[src/hdl/synth_pkg.sv]
/*
 * Shared definitions for the MIDI pulse synthesizer.
 * Holds the sample width, the MIDI command codes and the payload union
 * that carries the data bytes of one channel message. Modules take what
 * they need with a wildcard import in their header.
 */

package synth_pkg;

    // Signed audio sample width.
    parameter int SAMPLE_WIDTH = 18;

    // Channel message commands, upper nibble of the status byte.
    parameter logic [3:0] MIDI_NOTE_OFF      = 4'd8;
    parameter logic [3:0] MIDI_NOTE_ON       = 4'd9;
    parameter logic [3:0] MIDI_CTRL_CHANGE   = 4'd11;
    parameter logic [3:0] MIDI_PROG_CHANGE   = 4'd12;
    parameter logic [3:0] MIDI_CHAN_PRESSURE = 4'd13;
    parameter logic [3:0] MIDI_PITCH_BEND    = 4'd14;

    // Pan controller number.
    parameter logic [6:0] MIDI_CC_PAN = 7'd10;

    // Centre value of the 14-bit pitch bend.
    parameter logic [13:0] MIDI_BEND_CENTRE = 14'd8192;

    // First data byte in data0, second in data1.
    // Key and velocity, or controller and value.
    typedef struct packed {
        logic [6:0] data1;
        logic [6:0] data0;
    } midi_bytes_t;

    // Pitch bend sends LSB first, so the bend view is {data1, data0}.
    typedef union packed {
        midi_bytes_t bytes;
        logic [13:0] bend;
    } midi_payload_u;

endpackage
[src/hdl/synth_top.sv]
/*
 * Top level of the one-voice MIDI pulse synthesizer.
 * Serial MIDI in, two sigma-delta bit streams out, with the parallel
 * samples also brought out for a codec. Bit and sample timing are set here.
 */

module synth_top import synth_pkg::*; #(
    parameter int CLKS_PER_BIT = 16,
    parameter int SAMPLE_DIV   = 64
) (
    input  logic                           clk,
    input  logic                           reset,
    input  logic                           rx,
    output logic                           dac_left,
    output logic                           dac_right,
    output logic signed [SAMPLE_WIDTH-1:0] left_sample,
    output logic signed [SAMPLE_WIDTH-1:0] right_sample
);

    logic          data_received;
    logic [7:0]    data;
    logic          midi_rdy;
    logic [3:0]    midi_cmd;
    logic [3:0]    midi_ch;   // Reserved for channel filtering.
    midi_payload_u midi_payload;
    logic          gen_left_sample;
    logic          gen_right_sample;

    uart_rx #(.CLKS_PER_BIT(CLKS_PER_BIT)) uart_rx_i (
        .clk          (clk          ),
        .reset        (reset        ),
        .rx           (rx           ),
        .data_received(data_received),
        .data         (data         )
    );

    midi_decoder midi_decoder_i (
        .clk          (clk          ),
        .reset        (reset        ),
        .data_received(data_received),
        .data         (data         ),
        .midi_rdy     (midi_rdy     ),
        .midi_cmd     (midi_cmd     ),
        .midi_ch      (midi_ch      ),
        .midi_payload (midi_payload )
    );

    sample_ctrl #(.SAMPLE_DIV(SAMPLE_DIV)) sample_ctrl_i (
        .clk             (clk             ),
        .reset           (reset           ),
        .gen_left_sample (gen_left_sample ),
        .gen_right_sample(gen_right_sample)
    );

    pulse_gen pulse_gen_i (
        .clk             (clk             ),
        .reset           (reset           ),
        .gen_left_sample (gen_left_sample ),
        .gen_right_sample(gen_right_sample),
        .midi_rdy        (midi_rdy        ),
        .midi_cmd        (midi_cmd        ),
        .midi_payload    (midi_payload    ),
        .left_sample     (left_sample     ),
        .right_sample    (right_sample    )
    );

    sigma_delta_dac #(.WIDTH(SAMPLE_WIDTH)) left_dac (
        .clk  (clk        ),
        .reset(reset      ),
        .din  (left_sample),
        .dout (dac_left   )
    );

    sigma_delta_dac #(.WIDTH(SAMPLE_WIDTH)) right_dac (
        .clk  (clk         ),
        .reset(reset       ),
        .din  (right_sample),
        .dout (dac_right   )
    );

endmodule

[src/hdl/sigma_delta_dac.sv]
/*
 * First-order sigma-delta modulator.
 * The signed input is moved to offset binary and added into an
 * accumulator every clock; the carry out is the 1-bit output stream,
 * so the density of ones tracks the input level.
 */

module sigma_delta_dac import synth_pkg::*; #(
    parameter int WIDTH = SAMPLE_WIDTH
) (
    input  logic                    clk,
    input  logic                    reset,
    input  logic signed [WIDTH-1:0] din,
    output logic                    dout
);

    logic [WIDTH-1:0] accum;
    logic [WIDTH-1:0] offset;
    logic [WIDTH:0]   sum;

    // Flipping the sign bit maps zero to mid-scale.
    assign offset = {~din[WIDTH-1], din[WIDTH-2:0]};
    assign sum    = {1'b0, accum} + {1'b0, offset};

    always_ff @(posedge clk) begin
        if (reset) begin
            accum <= '0;
            dout  <= 1'b0;
        end else begin
            accum <= sum[WIDTH-1:0];
            dout  <= sum[WIDTH];
        end
    end

endmodule

[src/hdl/pulse_gen.sv]
/*
 * One-voice square-wave generator.
 * Follows note on/off, pitch bend and the pan controller from the MIDI
 * decoder, and produces signed left and right samples on the strobes
 * from the sample timer.
 */

module pulse_gen import synth_pkg::*; (
    input  logic                           clk,
    input  logic                           reset,
    input  logic                           gen_left_sample,
    input  logic                           gen_right_sample,
    input  logic                           midi_rdy,
    input  logic [3:0]                     midi_cmd,
    input  midi_payload_u                  midi_payload,
    output logic signed [SAMPLE_WIDTH-1:0] left_sample,
    output logic signed [SAMPLE_WIDTH-1:0] right_sample
);

    logic [6:0]               key;
    logic [6:0]               velocity;
    logic                     gate;
    logic [6:0]               pan;
    logic [13:0]              bend;
    logic [15:0]              phase;
    logic                     note_start;
    logic                     note_release;
    logic signed [15:0]       bend_offset;
    logic signed [15:0]       bend_step;
    logic [15:0]              phase_inc;
    logic [15:0]              next_phase;
    logic [13:0]              left_prod;
    logic [13:0]              right_prod;
    logic [SAMPLE_WIDTH-2:0]  left_amp;
    logic [SAMPLE_WIDTH-2:0]  right_amp;

    // Square wave level is +amp or -amp, and silence with the gate closed.
    function automatic logic signed [SAMPLE_WIDTH-1:0] voice_level(
        input logic [SAMPLE_WIDTH-2:0] amp,
        input logic                    open,
        input logic                    negative
    );
        logic signed [SAMPLE_WIDTH-1:0] level;
        level = $signed({1'b0, amp});
        if (!open) begin
            return '0;
        end
        return negative ? -level : level;
    endfunction

    assign note_start = midi_rdy && (midi_cmd == MIDI_NOTE_ON) &&
                        (midi_payload.bytes.data1 != 7'd0);

    // Note on with zero velocity counts as note off.
    assign note_release = midi_rdy && (midi_payload.bytes.data0 == key) &&
                          ((midi_cmd == MIDI_NOTE_OFF) ||
                           ((midi_cmd == MIDI_NOTE_ON) && (midi_payload.bytes.data1 == 7'd0)));

    // Bend moves the step by -512..511.
    assign bend_offset = $signed({2'b00, bend}) - $signed({2'b00, MIDI_BEND_CENTRE});
    assign bend_step   = bend_offset >>> 4;
    assign phase_inc   = {3'b000, key, 6'b000000} + bend_step;
    assign next_phase  = phase + phase_inc;

    assign left_prod  = velocity * (7'd127 - pan);
    assign right_prod = velocity * pan;
    assign left_amp   = {left_prod, 3'b000};
    assign right_amp  = {right_prod, 3'b000};

    always_ff @(posedge clk) begin
        if (reset) begin
            key      <= 7'd0;
            velocity <= 7'd0;
            gate     <= 1'b0;
            pan      <= 7'd64;
            bend     <= MIDI_BEND_CENTRE;
        end else if (note_start) begin
            key      <= midi_payload.bytes.data0;
            velocity <= midi_payload.bytes.data1;
            gate     <= 1'b1;
        end else if (note_release) begin
            gate <= 1'b0;
        end else if (midi_rdy && (midi_cmd == MIDI_CTRL_CHANGE) &&
                     (midi_payload.bytes.data0 == MIDI_CC_PAN)) begin
            pan <= midi_payload.bytes.data1;
        end else if (midi_rdy && (midi_cmd == MIDI_PITCH_BEND)) begin
            bend <= midi_payload.bend;
        end
    end

    // Both channels of one sample pair use the advanced phase.
    always_ff @(posedge clk) begin
        if (reset) begin
            phase        <= 16'd0;
            left_sample  <= '0;
            right_sample <= '0;
        end else begin
            if (note_start) begin
                phase <= 16'd0;
            end else if (gen_left_sample) begin
                phase <= next_phase;
            end
            if (gen_left_sample) begin
                left_sample <= voice_level(left_amp, gate, next_phase[15]);
            end
            if (gen_right_sample) begin
                right_sample <= voice_level(right_amp, gate, phase[15]);
            end
        end
    end

endmodule

[src/hdl/sample_ctrl.sv]
/*
 * Audio sample-rate timer.
 * A free-running divider gives one left sample strobe every SAMPLE_DIV
 * clocks, followed by a right sample strobe in the next cycle.
 */

module sample_ctrl #(
    parameter int SAMPLE_DIV = 64
) (
    input  logic clk,
    input  logic reset,
    output logic gen_left_sample,
    output logic gen_right_sample
);

    localparam int CNT_W = $clog2(SAMPLE_DIV);

    logic [CNT_W-1:0] count;

    assign gen_left_sample = (count == CNT_W'(SAMPLE_DIV - 1));

    always_ff @(posedge clk) begin
        if (reset) begin
            count            <= '0;
            gen_right_sample <= 1'b0;
        end else begin
            count            <= gen_left_sample ? '0 : count + 1'b1;
            gen_right_sample <= gen_left_sample;
        end
    end

endmodule

[src/hdl/midi_decoder.sv]
/*
 * MIDI byte stream decoder.
 * Keeps the running status and collects the data bytes of one channel
 * message, then strobes midi_rdy with the command, channel and payload.
 * System common bytes clear the running status; real-time bytes are skipped.
 */

module midi_decoder import synth_pkg::*; (
    input  logic          clk,
    input  logic          reset,
    input  logic          data_received,
    input  logic [7:0]    data,
    output logic          midi_rdy,
    output logic [3:0]    midi_cmd,
    output logic [3:0]    midi_ch,
    output midi_payload_u midi_payload
);

    logic [7:0] running_status;
    logic       status_valid;
    logic       byte_count;
    logic [6:0] first_byte;
    logic       is_realtime;
    logic       is_system;
    logic       is_channel_status;
    logic       needs_one;
    logic       complete;

    // F8..FF real-time, F0..F7 system common and SysEx.
    assign is_realtime       = (data[7:3] == 5'b11111);
    assign is_system         = (data[7:3] == 5'b11110);
    assign is_channel_status = data[7] && (data[7:4] != 4'hF);

    assign needs_one = (running_status[7:4] == MIDI_PROG_CHANGE) ||
                       (running_status[7:4] == MIDI_CHAN_PRESSURE);

    // Last data byte of a message.
    assign complete = data_received && !data[7] && status_valid &&
                      (needs_one || byte_count);

    always_ff @(posedge clk) begin
        if (reset) begin
            status_valid <= 1'b0;
            byte_count   <= 1'b0;
            midi_rdy     <= 1'b0;
        end else begin
            midi_rdy <= complete;
            if (data_received && !is_realtime) begin
                if (is_system) begin
                    status_valid <= 1'b0;
                    byte_count   <= 1'b0;
                end else if (is_channel_status) begin
                    status_valid <= 1'b1;
                    byte_count   <= 1'b0;
                end else if (status_valid) begin
                    // Counter wraps so the next message reuses the status.
                    byte_count <= complete ? 1'b0 : 1'b1;
                end
            end
        end
    end

    always_ff @(posedge clk) begin
        if (data_received && is_channel_status) begin
            running_status <= data;
        end
        if (data_received && !data[7] && !byte_count) begin
            first_byte <= data[6:0];
        end
        if (complete) begin
            midi_cmd <= running_status[7:4];
            midi_ch  <= running_status[3:0];
            if (needs_one) begin
                midi_payload.bytes.data0 <= data[6:0];
                midi_payload.bytes.data1 <= 7'd0;
            end else begin
                midi_payload.bytes.data0 <= first_byte;
                midi_payload.bytes.data1 <= data[6:0];
            end
        end
    end

endmodule

[src/hdl/uart_rx.sv]
/*
 * 8N1 serial receiver for the MIDI input line.
 * The line is idle high. Each bit lasts CLKS_PER_BIT clocks and is
 * sampled in its middle. A one-cycle data_received strobe marks a byte
 * with a good stop bit; frames with a low stop bit are dropped.
 */

module uart_rx #(
    parameter int CLKS_PER_BIT = 16
) (
    input  logic       clk,
    input  logic       reset,
    input  logic       rx,
    output logic       data_received,
    output logic [7:0] data
);

    localparam int CNT_W = $clog2(CLKS_PER_BIT) + 1;
    localparam logic [CNT_W-1:0] HALF_BIT = CNT_W'(CLKS_PER_BIT / 2 - 1);
    localparam logic [CNT_W-1:0] FULL_BIT = CNT_W'(CLKS_PER_BIT - 1);

    localparam logic [1:0] ST_IDLE  = 2'd0;
    localparam logic [1:0] ST_START = 2'd1;
    localparam logic [1:0] ST_DATA  = 2'd2;
    localparam logic [1:0] ST_STOP  = 2'd3;

    logic             rx_meta;
    logic             rx_sync;
    logic [1:0]       state;
    logic [CNT_W-1:0] bit_timer;
    logic [2:0]       bit_index;
    logic [7:0]       shift_reg;

    // Two-flop synchronizer that leaves reset at the idle level.
    always_ff @(posedge clk) begin
        if (reset) begin
            rx_meta <= 1'b1;
            rx_sync <= 1'b1;
        end else begin
            rx_meta <= rx;
            rx_sync <= rx_meta;
        end
    end

    always_ff @(posedge clk) begin
        if (reset) begin
            state         <= ST_IDLE;
            bit_timer     <= '0;
            bit_index     <= '0;
            data_received <= 1'b0;
        end else begin
            data_received <= 1'b0;
            case (state)
                ST_IDLE: begin
                    bit_timer <= '0;
                    if (!rx_sync) begin
                        state <= ST_START;
                    end
                end
                ST_START: begin
                    // Glitch check at half a bit.
                    if (bit_timer == HALF_BIT) begin
                        bit_timer <= '0;
                        bit_index <= '0;
                        state     <= rx_sync ? ST_IDLE : ST_DATA;
                    end else begin
                        bit_timer <= bit_timer + 1'b1;
                    end
                end
                ST_DATA: begin
                    if (bit_timer == FULL_BIT) begin
                        bit_timer <= '0;
                        bit_index <= bit_index + 1'b1;
                        if (bit_index == 3'd7) begin
                            state <= ST_STOP;
                        end
                    end else begin
                        bit_timer <= bit_timer + 1'b1;
                    end
                end
                default: begin
                    if (bit_timer == FULL_BIT) begin
                        state         <= ST_IDLE;
                        data_received <= rx_sync;
                    end else begin
                        bit_timer <= bit_timer + 1'b1;
                    end
                end
            endcase
        end
    end

    // LSB first.
    always_ff @(posedge clk) begin
        if (state == ST_DATA && bit_timer == FULL_BIT) begin
            shift_reg <= {rx_sync, shift_reg[7:1]};
        end
    end

    assign data = shift_reg;

endmodule

[config.mk]
export PLATFORM = sky130hd
export DESIGN_NAME = synth_top
export DESIGN_NICKNAME = d
export VERILOG_FILES = /design/src/hdl/synth_pkg.sv /design/src/hdl/synth_top.sv /design/src/hdl/sigma_delta_dac.sv /design/src/hdl/pulse_gen.sv /design/src/hdl/sample_ctrl.sv /design/src/hdl/midi_decoder.sv /design/src/hdl/uart_rx.sv
export SDC_FILE = /design/constraint.sdc
export NUM_CORES = 1
export LEC_CHECK = 0
export BUFFER_PORTS_ARGS = -buffer_cell sky130_fd_sc_hd__buf_2
export CAP_MARGIN = 15
export CORE_ASPECT_RATIO = 1.75
export CORE_MARGIN = 1.5
export CORE_UTILIZATION = 60
export CTS_BUF_LIST = sky130_fd_sc_hd__clkbuf_4
export DETAILED_ROUTE_END_ITERATION = 12
export PLACE_DENSITY_LB_ADDON = 0.08
export SETUP_SLACK_MARGIN = 0.05
export SYNTH_ARGS = -nofsm -noshare
export SYNTH_HDL_FRONTEND = slang
export SYNTH_HIERARCHICAL = 1
export SYNTH_SLANG_ARGS = --single-unit
[constraint.sdc]
create_clock -name clk -period 7.15 [get_ports clk]
set_input_delay 1.0725 -clock clk [delete_from_list [all_inputs] [get_ports clk]]
set_output_delay 1.0725 -clock clk [all_outputs]
set_load 0.02 [all_outputs]
# Word-level counts from Yosys, hierarchy flattened
# Index checks and enable logic that the tools add are counted.
# Widths: inputs -> output; s select.
# totals
reg_bits,190
in_bits,3
word_cells,142
output_inout_bits,38
# op_classes
n_mux,33
n_eq_ne,22
n_addsub,11
n_mul,2
n_reduce_logical,39
bitwise_logic,6
# op_table
op,n
$mux 18,5
$add 18x18->19,2
$neg 17->18,2
$eq 4x4->1 const B,6
$add 16x16->16,1
$logic_and 1x1->1,16
$add 14x11->15,1
$mux 5,3
$pmux 5 s3,1
$sub 14x14->15 const B,1
$mul 7x14->14,1
$mul 7x7->14,1
$mux 1,13
$mux 2,6
$eq 5x5->1 const B,2
$ne 4x4->1 const B,2
$sub 7x7->8 const A,1
$eq 7x4->1 const B,1
$eq 7x7->1,1
$logic_not 7->1,1
$mux 7,1
$reduce_bool 7->1,1
$add 6x1->6 const B,1
$eq 6x6->1 const B,1
24 further kinds,42

# Logic depth before layout (Yosys ltp)
# Gate-level depths: netlist of the first run.
# depth
word_depth,8
mapped_depth,19
depth_no_buf,18

# Hierarchy
# The synthesis of the first run kept the hierarchy.
# by_module_without_submodules
module,seq_area_each_um2,instances,area_each_um2,cells_each
pulse_gen,1561.5,1,7662.3,880
midi_decoder,1171.1,1,1427.6,71
sigma_delta_dac at right_dac,380.4,1,1375.1,167
sigma_delta_dac at left_dac,380.4,1,1345.0,157
uart_rx,500.5,1,1027.2,95
sample_ctrl,140.1,1,259.0,25

# Least setup slack after synthesis of the first run
# OpenSTA, ideal clock, no wires.
# synth_timing
path_kind,reg-to-reg
start,register pulse_gen_i.pan[6]
end,register pulse_gen_i.right_sample[16]
stages_incl_launch_ff,19
t_required_ns,7.031
path_buffers,1
slack_ns,1.866
period_less_slack_ns,5.284
arrival_time_ns,5.165
setup_ns,0.119
path_cell_list,dfxtp_1 -> clkbuf_1 -> nand2_1 -> fa_1 -> fa_1 -> inv_1 -> fa_1 -> inv_1 -> fa_1 -> inv_1 -> ha_1 -> or2_1 -> a211o_1 -> a41o_1 -> xor2_1 -> or4_4 -> o41ai_4 -> xnor2_1 -> o21ai_1
# synth_between
elab_chain_len,4
# synth_rtl
item,line_no,source
from (decl),pulse_gen.sv:23,logic [6:0] pan;
from (signal assigned),pulse_gen.sv:85,pan <= midi_payload.bytes.data1;
$mul 7x7->14 (*),pulse_gen.sv:66,assign right_prod = velocity * pan;
$neg 17->18,pulse_gen.sv:48,return negative ? -level : level;
$mux 18 (*) (2 in series),pulse_gen.sv:48,
to (signal assigned),pulse_gen.sv:107,"right_sample <= voice_level(right_amp, gate, phase[15]);"
to (decl),pulse_gen.sv:17,output logic signed [SAMPLE_WIDTH-1:0] right_sample
# Mark *: on every way between the ends. The rest lies on a longest branch, timed or not.
# A chain may end at the register's enable or synchronous reset.

# Final worst setup path of the first run
# layout_timing
start,register pulse_gen_i.pan[5]
end,register pulse_gen_i.right_sample[15]
# The elaborated chain is that of the path after synthesis.

==> results of run 1 <==
[worst min path at each step]
stage                                startpoint  cells past startpoint                          to  slack [ns]
2_1_floorplan                 uart_rx_i/rx_meta                      1           uart_rx_i/rx_sync        0.39
5_1_grt        midi_decoder_i/running_status[4]                      0  midi_decoder_i/midi_cmd[0]        0.45
6_report       midi_decoder_i/running_status[4]                      0  midi_decoder_i/midi_cmd[0]        0.44
3_3_place_gp                  uart_rx_i/rx_meta                      1           uart_rx_i/rx_sync        0.41
3_5_place_dp                  uart_rx_i/rx_meta                      1           uart_rx_i/rx_sync        0.41
4_1_cts        midi_decoder_i/running_status[4]                      0  midi_decoder_i/midi_cmd[0]        0.44
[where the power goes]
group	switching (µW)	internal (µW)	total (µW)
Combinational	77.4	48.6	126
Sequential	9.74	1030	1040
Clock	362	253	614
Total	449	1330	1780
[sequential cells by signal (all words and copies together), names as in the netlist, 2 cells and up]
name	flops
pulse_gen_i/phase	16
midi_decoder_i/first_byte	7
sample_ctrl_i/count	6
midi_decoder_i/midi_cmd	4
right_dac/accum	18
pulse_gen_i/bend	10
uart_rx_i/data	8
pulse_gen_i/left_sample	15
uart_rx_i/bit_index	3
uart_rx_i/bit_timer	5
midi_decoder_i/running_status	4
uart_rx_i/state	2
midi_decoder_i/midi_payload	14
pulse_gen_i/velocity	7
pulse_gen_i/key	7
pulse_gen_i/pan	7
pulse_gen_i/right_sample	15
left_dac/accum	18
[layer usage]
metal	part of all wire (%)	vias to the layer above	global-route usage [%]
met3	2.1	51	3.47
met5	0	-	0
met2	56	131	48.9
met1	38	4645	25.3
li1	-	4842	-
met4	3.8	0	11.3
[worst reg2reg max path, stage by stage (launching register included)]
cell and delay [ns]:
dfxtp_1 0.65, nand2_1 0.14, fa_1 0.51, fa_1 0.56, inv_1 0.06, fa_1 0.53, inv_1 0.06, fa_1 0.53
inv_1 0.04, ha_1 0.24, or2_1 0.27, a211o_1 0.30, a41o_1 0.26, xor2_1 0.17, or4_4 0.58, o31ai_1 0.32
xor2_1 0.17, o21ai_0 0.08
[cell type report]
cell class / instances / area [µm²] / share of cell area [%]
antenna: 1 / 2.50 / 0.0186
sequential: 176 / 3890 / 28.9
inverter: 101 / 379 / 2.81
clock inverter: 14 / 178 / 1.32
multi-input combinational: 1067 / 8370 / 62.1
clock buffer: 18 / 135 / 1.00
timing repair buffer: 39 / 210 / 1.56
tap: 252 / 315 / 2.34
[metrics by stage]
stage | instance area, µm² | hold slack, ns | util (%) | total power [µW]
6_report | 13500 | 0.441 | 64.4 | 1780
5_1_grt | 13500 | 0.447 | 64.4 | 1860
4_1_cts | 13500 | 0.442 | 64.4 | 1800
3_5_place_dp | 13200 | 0.405 | 62.9 | 1180
3_3_place_gp | 13200 | 0.406 | 62.9 | 1180
2_1_floorplan | 12900 | 0.389 | - | 1160
==> run summary, run 1 <==
The tools report the type of destination of the critical path as a register. Hold repair after CTS inserted 0 buffers. The fmax is 180 MHz. Dividing the detail-routed wire length by the instance count gives 15.9 µm.

In the layout the commonest cells are 139 x dfxtp_1, 138 x ha_1, 125 x nor2_1. Row generation in the floorplan step produced 70 rows. The post-route netlist has 8.62% of its cells at a drive strength greater than 1. For the H-tree depth, the log shows 4. The critical path starts at pulse_gen_i/pan[5].

From synthesis to final layout, the design area changed by 4.91%. The total global-route track usage came out at 24.9%. In this run the number of cells on the critical path is 17. The tools report the worst slew slack as a fraction of its limit as 25.2%. Layout filler cell count: 1,830. Synthesis handed over a netlist of 1,387 instances. At the pin with the least slew margin, the transition time is 1.12 ns.

The run gives 0 as the number of nets with antenna violations after routing. Category of cells accounting for the largest share of critical-path delay: adder cells. The critical path contains buffers and inverters numbering 3 combined.

Before CTS, the worst setup slack after placement is 1.60 ns. The cell that appears most often on the critical path is fa_1. After routing, the total negative slack on setup checks comes to 0 ns. Clock tree synthesis found a total of 176 sinks. The detailed router placed 9,669 vias in this run. The tools report the post-route DRC violation count as 0. The run finished with clean final reports. Before antenna repair, the detailed router went through 5 iterations. The routability-driven placement congestion ratio is 0.843. The launching point of the worst reg2reg path is pulse_gen_i/pan[5]. In the routed layout, each cell is associated on average with a via count of 5.80. The cell depth of the worst flop-to-flop path was 17; the pin count of the biggest net entering global routing was 64. After the last flow step, the layout net total stands at 1,596.

The portion of the clock cycle consumed by the worst path in the final layout is 77.5%. CTS root buffer: clkbuf_4. The first global-routing pass estimated 44.5 mm of wire. For the initial antenna violation count, the log shows 1. The number of port buffers is 34. The number of top-level design ports is 41. Once detailed placement completed, the half-perimeter wirelength came to 20.6 mm. Setup violations remaining at the end of the flow were counted as 0. The worst setup path is launched from a register. VDD sags by at most 0.171 mV.

The worst path meets setup with 1.61 ns of slack. The tools report the data required time of the critical path as 7.63 ns. The most common cell after layout, fill and taps aside is dfxtp_1. In this run the critical register-to-register path is captured at pulse_gen_i/right_sample[15]. Setup repair after global routing left no endpoint under its margin. For the overall die area, the log shows 0.0223 mm².

The detailed-route wire length came out at 26.5 mm. Max-cap violations in this run came to 0. The initial core utilization was 61.4%. The via count of the first global-routing pass is 9,633, and the critical path's largest stage delay is 0.65 ns.

Along the worst path, the maximum fanout reaches 15. After synthesis, the mean cell area works out to 9.27 µm². The logs give 0 for the post-CTS repair timing setup buffer count and 0.0129 mm² for the netlist area before placement. TritonCTS built the clock tree. Clock-pin slew was measured on the worst setup and hold paths at 0.15 ns. For the arrival time at the worst endpoint, the log shows 6.02 ns. The tools report the core outline area as 0.0209 mm². Measured along the y axis, the die boundary spans 197 µm.

The signal on the critical path passes through nand2_1 -> fa_1 -> fa_1 -> inv_1 -> fa_1 -> inv_1 -> fa_1 -> inv_1 -> ha_1 -> or2_1 -> a211o_1 -> a41o_1 -> xor2_1 -> or4_4 -> o31ai_1 -> xor2_1 -> o21ai_0. Static leakage power: 0.00633 µW. Clock latency on the worst-skew pair, taken at its later pin, is 0.59 ns.

The number of hold-slack violations in the final timing report is 0. Capture point of the worst path: pulse_gen_i/right_sample[15]. The run gives 2 as the maximum buffer depth of the clock tree. The category of the critical setup timing path was reg2reg. The worst path in the final design needs a cycle of 5.54 ns, including I/O delays and setup. In this run the register-to-register setup slack is 1.61 ns. The slowest cell on the critical path was dfxtp_1. The number of gates resized after CTS was 0. Once layout is complete, the cells apart from fillers number 1,668. During synthesis, Yosys emitted a total of 6 warnings. Summed over all layers, the global routing overflow is 0.

The cell count after placement was 1,635; the number of buffers created by CTS was 17. The die width came out at 114 µm. For the number of pins exceeding their max-slew limit in the final report, the log shows 0.

The tightest min-delay check is of the reg2reg type. Power density over cell area: 132 mW/mm². Across the routed clock network, the largest skew measured is 0.0240 ns. The run gives 374 as the first-iteration detailed-routing DRC count.
(Power assumes the default switching activity.)
==> inputs of run 2 (changes only) <==
--- a/config.mk
+++ b/config.mk
@@ -5,11 +5,12 @@
 export SDC_FILE = /design/constraint.sdc
 export NUM_CORES = 1
 export LEC_CHECK = 0
+export ABC_AREA = 1
 export BUFFER_PORTS_ARGS = -buffer_cell sky130_fd_sc_hd__buf_2
 export CAP_MARGIN = 15
 export CORE_ASPECT_RATIO = 1.75
 export CORE_MARGIN = 1.5
-export CORE_UTILIZATION = 60
+export CORE_UTILIZATION = 59
 export CTS_BUF_LIST = sky130_fd_sc_hd__clkbuf_4
 export DETAILED_ROUTE_END_ITERATION = 12
 export PLACE_DENSITY_LB_ADDON = 0.08
==> constraint.sdc (replaced) <==
create_clock -name clk -period 4.7 [get_ports clk]
set_input_delay 0.705 -clock clk [delete_from_list [all_inputs] [get_ports clk]]
set_output_delay 0.705 -clock clk [all_outputs]
set_load 0.02 [all_outputs]
==> run 2 against run 1 <==
  * Global-route usage increased by 2.5 points
  * Register-to-register slack got worse by 1.3 ns
  * Critical endpoint is now pulse_gen_i/right_sample[16]
  * Count of clock-buffer cells in the layout decreased by 1
==> run summary, run 2 <==
The flow ran to the end, and the final reports show no timing, DRC or antenna violations. The power density over cell area was 181 mW/mm² (+37%). The run gives 0.00807 µW (+28%) as the static leakage power. In this run the critical register-to-register path is captured at pulse_gen_i/right_sample[16].

The mean cell area of the mapped netlist was 7.12 µm² (-23%); the number of port buffers was 34 (unchanged). The run gives 0.66 ns (+0.07 ns) as the later-pin clock latency in the skew report. STA classifies the critical path startpoint as a register. The tools report the yosys synthesis warning count as 6 (unchanged). The count of max-cap constraint violations came out at 0 (unchanged). Capture point of the worst path: pulse_gen_i/right_sample[16]. The slew at the pin with the worst max-slew slack was 0.938 ns (-0.182 ns); the number of stages on the worst setup path was 24 (+7). First-pass GRT wire length: 53.6 mm (+20%). The core outline area was 0.0228 mm² (+9.1%). The maximum buffer depth of the clock tree was 2 (unchanged). TritonCTS built the clock tree. The worst IR drop on VDD came out at 0.187 mV (+9.0%). The first-iteration detailed-routing DRC count is 483 (+29%). The logs give 4.96 ns (-1.06 ns) for the arrival time at the worst endpoint and 73 (+4.3%) for the floorplan row count.

The number of pins exceeding their max-slew limit in the final report is 0 (unchanged), and the number of hold-slack violations in the final timing report is 0 (unchanged). The clock skew after layout was 0.0260 ns (+0.00201 ns); the highest fanout seen on the critical path was 6 (-9). Via count of the first global-routing pass: 12,100 (+26%). Cell depth of the worst flop-to-flop path: 24 (+7).

The clock sink total was 176 (unchanged). The run gives 25.6 mm (+24%) as the post-DP HPWL. The data required time of the critical path is 5.28 ns (-2.35 ns), and the post-route DRC violation count is 0 (unchanged).

For the worst setup slack for register-to-register paths, the log shows 0.33 ns (-1.28 ns). Relative to the synthesized area, the layout overhead comes to 6.37%. For the H-tree depth, the log shows 4 (unchanged). The post-CTS clock slew at the launch and capture registers of the worst setup and hold paths was 0.16 ns (about the same). The setup path with the least slack is of type reg2reg. The number of nets with antenna violations after routing is 0 (unchanged).

In the layout the commonest cells are 460 x nand2_1, 316 x inv_1, 207 x nor2_1. The run gives 0 ns (unchanged) as the final sum of negative setup slack. The largest registers in the layout are left_dac/accum (18), right_dac/accum (18), pulse_gen_i/phase (16). The tree is rooted in a clkbuf_4.

For the gate count after technology mapping, the log shows 1,940 (+40%). For the detailed-route via count, the log shows 12,100 (+25%). The number of buffers and inverters on the critical path works out to 5 (+2). Final global-route overflow total: 0 (unchanged). The critical path launch point was pulse_gen_i/velocity[4]. The average detailed-routed wire length per instance is 13.8 µm (-13%), and the fmax is 229 MHz (+27%). The logs give 2,169 (+36%) for the number of nets in the final layout and 60.5% (-0.91 points) for the initial core utilization. Count of final setup violators: 0 (unchanged). Critical path's largest stage delay: 0.54 ns (-0.11 ns).

For this design, the slowest cell found on the critical path is fa_1. The type of destination of the critical path is a register. The portion of the clock cycle consumed by the worst path in the final layout was 93.1% (+16 points). The number of buffers created by CTS was 17 (unchanged). The most numerous cell type found on the critical path is nand2_1.

Setup repair after global routing could not meet its margin everywhere. The tightest min-delay check is of the in2reg type. The run gives 39 (-39%) as the pin count of the biggest net entering global routing. The tools report the detailed-route wire length as 31.7 mm (+19%). The die extent in y was 205 µm (+4.5%); the netlist area before placement was 0.0138 mm² (+7.5%).

The detail-routed via count per cell is 5.28 (-8.8%), and the total global-route track usage is 27.4% (+2.5 points). The worst slew slack as a fraction of its limit is 37.4% (+12 points), and the number of top-level design ports is 41 (unchanged). Traced cell by cell, the critical path runs through buf_4 -> nand2_1 -> inv_1 -> fa_1 -> ha_1 -> inv_1 -> fa_1 -> fa_1 -> inv_1 -> ha_2 -> nand2_1 -> nand2_1 -> inv_1 -> nand2_1 -> nand2_1 -> nand2_1 -> nand3_2 -> nor2_2 -> nand3_2 -> nand2_2 -> nand2_1 -> nand2_1 -> nand3_1 -> a21oi_1.

The routability-driven placement congestion ratio came out at 0.896 (+6.2%). The fraction of layout cells with a size suffix above 1 is 10.0% (+1.4 points). Layout filler cell count: 2,187 (+20%).

The most common cell after layout, fill and taps aside is nand2_1. The die width is 119 µm (+4.4%). The category of cells accounting for the largest share of critical-path delay is adder cells. The initial antenna violation count was 2 (+1). The number of iterations in the first detailed-routing pass came out at 5 (unchanged). Launching point of the worst reg2reg path: pulse_gen_i/velocity[4]. The tools report the overall die area as 0.0244 mm² (+9.1%). The post-layout minimum cycle time came out at 4.37 ns (-1.17 ns).

The final-layout worst hold slack is 0.237 ns (-0.204 ns).
==> run 2: worst register-to-register path: cells and delay by family, from the launching register on <==
family / cells / cell delay, ns
AOI/OAI and AO/OA: 1 / 0.13
adders and majority gates: 5 / 2.12
buffers and inverters: 5 / 0.41
DFF: 1 / 0.42
and+or+nand+nor: 13 / 1.23
==> run 2: worst min path at each step <==
stage                                     start                          to  slack [ns]  cells past startpoint
2_1_floorplan                 uart_rx_i/rx_meta           uart_rx_i/rx_sync        0.39                      1
3_3_place_gp   midi_decoder_i/running_status[4]  midi_decoder_i/midi_cmd[0]        0.41                      0
3_5_place_dp   midi_decoder_i/running_status[4]  midi_decoder_i/midi_cmd[0]        0.41                      0
4_1_cts                                      rx           uart_rx_i/rx_meta        0.18                      2
5_1_grt                                      rx           uart_rx_i/rx_meta        0.20                      2
6_report                                     rx           uart_rx_i/rx_meta        0.24                      2
==> run 2: power by group <==
group | internal (µW) | switching, µW
Sequential | 1560 | 15.1
Combinational | 74.0 | 144
Clock | 244 | 617
Total | 1880 | 776
==> run 2: what timing repair did <==
action | in CTS | in global routing
hold buffers | 0 | 0
setup endpoints to repair | 0 | 13
resized for setup | 0 | 37
setup buffers | 0 | 2
==> run 2: layer usage <==
layer | global-route usage (%) | part of all wire, %
met2 | 57.1 | 57
met3 | 3.30 | 2.1
met1 | 25.0 | 37
met5 | 0 | 0
met4 | 14.7 | 4.5
==> run 2: cell type report <==
cell class,count,area [µm²],area share (%)
clock buffers,17,128,0.868
inverters,334,1260,8.57
repair buffers,58,350,2.38
well taps,300,375,2.55
diodes,2,5.00,0.0341
clock inverters,15,163,1.11
multi-input cells,1388,8500,57.8
flip-flops and latches,176,3910,26.6
==> run 2: stage by stage <==
| step | area (µm²) | instances | utilization [%] | setup WS (ns) | power [µW] |
|---|---|---|---|---|---|
| after floorplan | 13800 | 1945 | - | 0.264 | 1790 |
| after global routing | 14700 | 2290 | 64.4 | 0.0214 | 2770 |
| after global placement | 14300 | 2254 | 62.5 | 0.154 | 1820 |
| after CTS | 14600 | 2286 | 63.8 | 0.0677 | 2690 |
| final | 14700 | 2290 | 64.4 | 0.327 | 2650 |
| after detailed placement | 14300 | 2254 | 62.5 | 0.0764 | 1820 |
==> inputs of run 3 (changes only) <==
--- a/config.mk
+++ b/config.mk
@@ -5,12 +5,12 @@
 export SDC_FILE = /design/constraint.sdc
 export NUM_CORES = 1
 export LEC_CHECK = 0
-export ABC_AREA = 1
+export ABC_AREA = 0
 export BUFFER_PORTS_ARGS = -buffer_cell sky130_fd_sc_hd__buf_2
 export CAP_MARGIN = 15
 export CORE_ASPECT_RATIO = 1.75
 export CORE_MARGIN = 1.5
-export CORE_UTILIZATION = 59
+export CORE_UTILIZATION = 60
 export CTS_BUF_LIST = sky130_fd_sc_hd__clkbuf_4
 export DETAILED_ROUTE_END_ITERATION = 12
 export PLACE_DENSITY_LB_ADDON = 0.08
==> constraint.sdc (replaced) <==
create_clock -name clk -period 4.16 [get_ports clk]
set_input_delay 0.624 -clock clk [delete_from_list [all_inputs] [get_ports clk]]
set_output_delay 0.624 -clock clk [all_outputs]
set_load 0.02 [all_outputs]
==> run 3 against run 2 <==
  * Highest routed layer unchanged
  * Critical endpoint unchanged
  * Sequential share of layout area is 0.25 points lower
  * The flow now finishes with violations (setup timing)
  * Global-route usage is 1.3 points lower
  * Critical path type unchanged
  * Clock power grew 12%
==> run summary, run 3 (same netlist as run 1, synthesis figures left out) <==
The tools report the pin count of the biggest net entering global routing as 48 (+23%). The initial core utilization was 61.4% (+0.91 points); the count of final setup violators was 16 (+16). Number of port buffers: 34 (unchanged).

The tools report the CTS root buffer as clkbuf_4. For the later-pin clock latency in the skew report, the log shows 0.60 ns (-0.06 ns). The data required time of the critical path is 4.67 ns (-0.61 ns).

The fraction of layout cells with a size suffix above 1 was 20.5% (+10 points); the number of nets in the final layout was 1,711 (-21%). The number of top-level design ports came out at 41 (unchanged). The logs give 0.00696 µW (-14%) for the static leakage power and 26.1% (-1.3 points) for the total global-route track usage. The tightest min-delay check is of the in2reg type.

The number of hold-slack violations in the final timing report was 0 (unchanged); the floorplan row count was 70 (-4.1%). Post-placement worst setup slack: -0.686 ns (-0.762 ns). The worst setup path is of the reg2reg kind. The slew at the pin with the worst max-slew slack came out at 0.970 ns (+0.0322 ns). The total chip power came out at 2960 µW (+12%).

The post-layout minimum cycle time was 4.79 ns (+0.417 ns). The largest registers in the layout are left_dac/accum (18), right_dac/accum (18), pulse_gen_i/phase (16). The detailed-route via count is 10,300 (-15%). The tools report the clock network fraction of design power as 32.5% (about the same).

The tools report the first-iteration detailed-routing DRC count as 408 (-16%). STA classifies the critical path startpoint as a register. The net switching fraction of the power came out at 28.6% (-0.67 points). The arrival time at the worst endpoint is 5.30 ns (+0.34 ns), and the fmax is 209 MHz (-8.7%). The area growth from synthesis to layout is 15.2%.

The die extent in y is 197 µm (-4.3%). For the maximum buffer depth of the clock tree, the log shows 2 (unchanged). Setup repair after global routing could not meet its margin everywhere. The initial antenna violation count came out at 1 (-1). The tools report the first-pass GRT wire length as 46.7 mm (-13%). Fraction of power consumed by combinational cells: 7.4% (-0.8 points). The routability-driven placement congestion ratio was 0.831 (-7.2%).

Worst slew slack as a fraction of its limit: 35.2% (-2.2 points). The flow ran to the end, but the final reports show violations. The via count of the first global-routing pass came out at 10,300 (-15%). For the least setup slack across all paths after layout, the log shows -0.630 ns (-0.957 ns). The layout filler cell count is 1,696 (-22%). The post-DP HPWL is 21.5 mm (-16%). The sequential group share of total power is 60.1% (+0.7 points), and the H-tree depth is 4 (unchanged). The run gives 0.0167 ns (-0.00930 ns) as the clock skew after layout. For the count of max-cap constraint violations, the log shows 0 (unchanged). The worst IR drop on VDD is 0.271 mV (+45%). The portion of the clock cycle consumed by the worst path in the final layout was 115% (+22 points); the power dissipated by switching net loads was 846 µW (+9.1%). The checks that failed: setup timing. The logs give 5 (unchanged) for the number of iterations in the first detailed-routing pass and 0 (unchanged) for the number of nets with antenna violations after routing. The total area of sequential cells came out at 0.00391 mm² (-0.16%). The post-CTS clock slew at the launch and capture registers of the worst setup and hold paths is 0.16 ns (about the same). The power density over cell area came out at 200 mW/mm² (+11%). For the combined area of the multi-input logic cells, the log shows 0.00881 mm² (+3.7%). STA classifies the critical path endpoint as a register.

The final global-route overflow total was 0 (unchanged). For the core outline area, the log shows 0.0209 mm² (-8.3%). Leaving out fill and tap cells, the most frequent cells in the layout are 131 x ha_1, 128 x dfxtp_1, 121 x nor2_1. The average detailed-routed wire length per instance is 15.9 µm (+15%), and the final-layout worst hold slack is 0.203 ns (-0.0341 ns). Detail-routed via count per cell: 5.75 (+8.8%). Internal power consumption: 2120 µW (+13%). The number of pins exceeding their max-slew limit in the final report was 0 (unchanged). TritonCTS built the clock tree.

Leaving out fill and tap cells, the most frequent cell in the layout is ha_1. The die width is 114 µm (-4.2%). The logs give 17 (unchanged) for the number of buffers created by CTS and 0 (unchanged) for the hold buffer count at CTS.

The overall die area was 0.0223 mm² (-8.3%). The post-route DRC violation count is 0 (unchanged). The highest fanout seen on the critical path was 4 (-2); the detailed-route wire length was 28.4 mm (-10%). The run gives 176 (unchanged) as the clock sink total.
[run 3: worst paths after layout]
kind	slack [ns]	cells past startpoint	to	startpoint
min reg2reg	0.46	1	uart_rx_i/rx_sync	uart_rx_i/rx_meta
min	0.20	2	uart_rx_i/rx_meta	rx
max reg2reg	-0.63	18	pulse_gen_i/right_sample[16]	pulse_gen_i/velocity[3]
max	-0.63	18	pulse_gen_i/right_sample[16]	pulse_gen_i/velocity[3]
[run 3: cell type report]
| cell class | count | share of cell area, % |
|---|---|---|
| flip-flops and latches | 176 | 26.4 |
| clock buffers | 17 | 0.862 |
| diodes | 1 | 0.0169 |
| well taps | 252 | 2.13 |
| clock inverters | 15 | 0.963 |
| multi-input cells | 1067 | 59.5 |
| inverters | 101 | 2.56 |
| repair buffers | 154 | 7.58 |
[run 3: worst max-delay path, cell delays in order, from the launching register on]
cell and delay [ns]:
dfxtp_2 0.36, and2_4 0.14, fa_1 0.54, inv_1 0.05, fa_1 0.47, inv_1 0.05, fa_1 0.48, inv_1 0.05
fa_1 0.49, inv_2 0.05, ha_4 0.15, or2_1 0.24, a211o_1 0.25, a41o_1 0.22, xor2_2 0.15, or4_4 0.54
o41ai_4 0.24, xnor2_1 0.15, o21ai_1 0.08
[run 3: power groups by stage]
stage               registers [µW]  logic, µW  clock network, µW
floorplan                     1820        182                  0
global placement              1820        207                  0
detailed placement            1820        212                  0
CTS                           1780        213                996
global route                  1790        245               1070
finish                        1780        218                964
[run 3: repair_timing]
| action | CTS | global route |
|---|---|---|
| pin swaps | 41 | 25 |
| cloned | 0 | 0 |
| gates resized for setup | 52 | 39 |
| endpoints found under the setup margin | 17 | 18 |
| setup buffers | 7 | 7 |
[run 3: metal layers]
metal  up-vias  wire [µm]  GRT usage (%)
met5         -          0              0
met4         0       1040           12.1
met3        59        547           3.72
met2       149      15900           51.4
met1      4980      10900           26.3
li1       5063          -              -
[run 3: metrics by stage]
step	TNS (ns)	util [%]	instance area, µm²	cells
3_3_place_gp	-6.68	67.2	14100	1736
6_report	-6.35	70.8	14800	1783
3_5_place_dp	-7.77	67.2	14100	1736
5_1_grt	-9.46	70.8	14800	1783
2_1_floorplan	-4.87	-	13100	1392
4_1_cts	-5.62	69.7	14600	1774
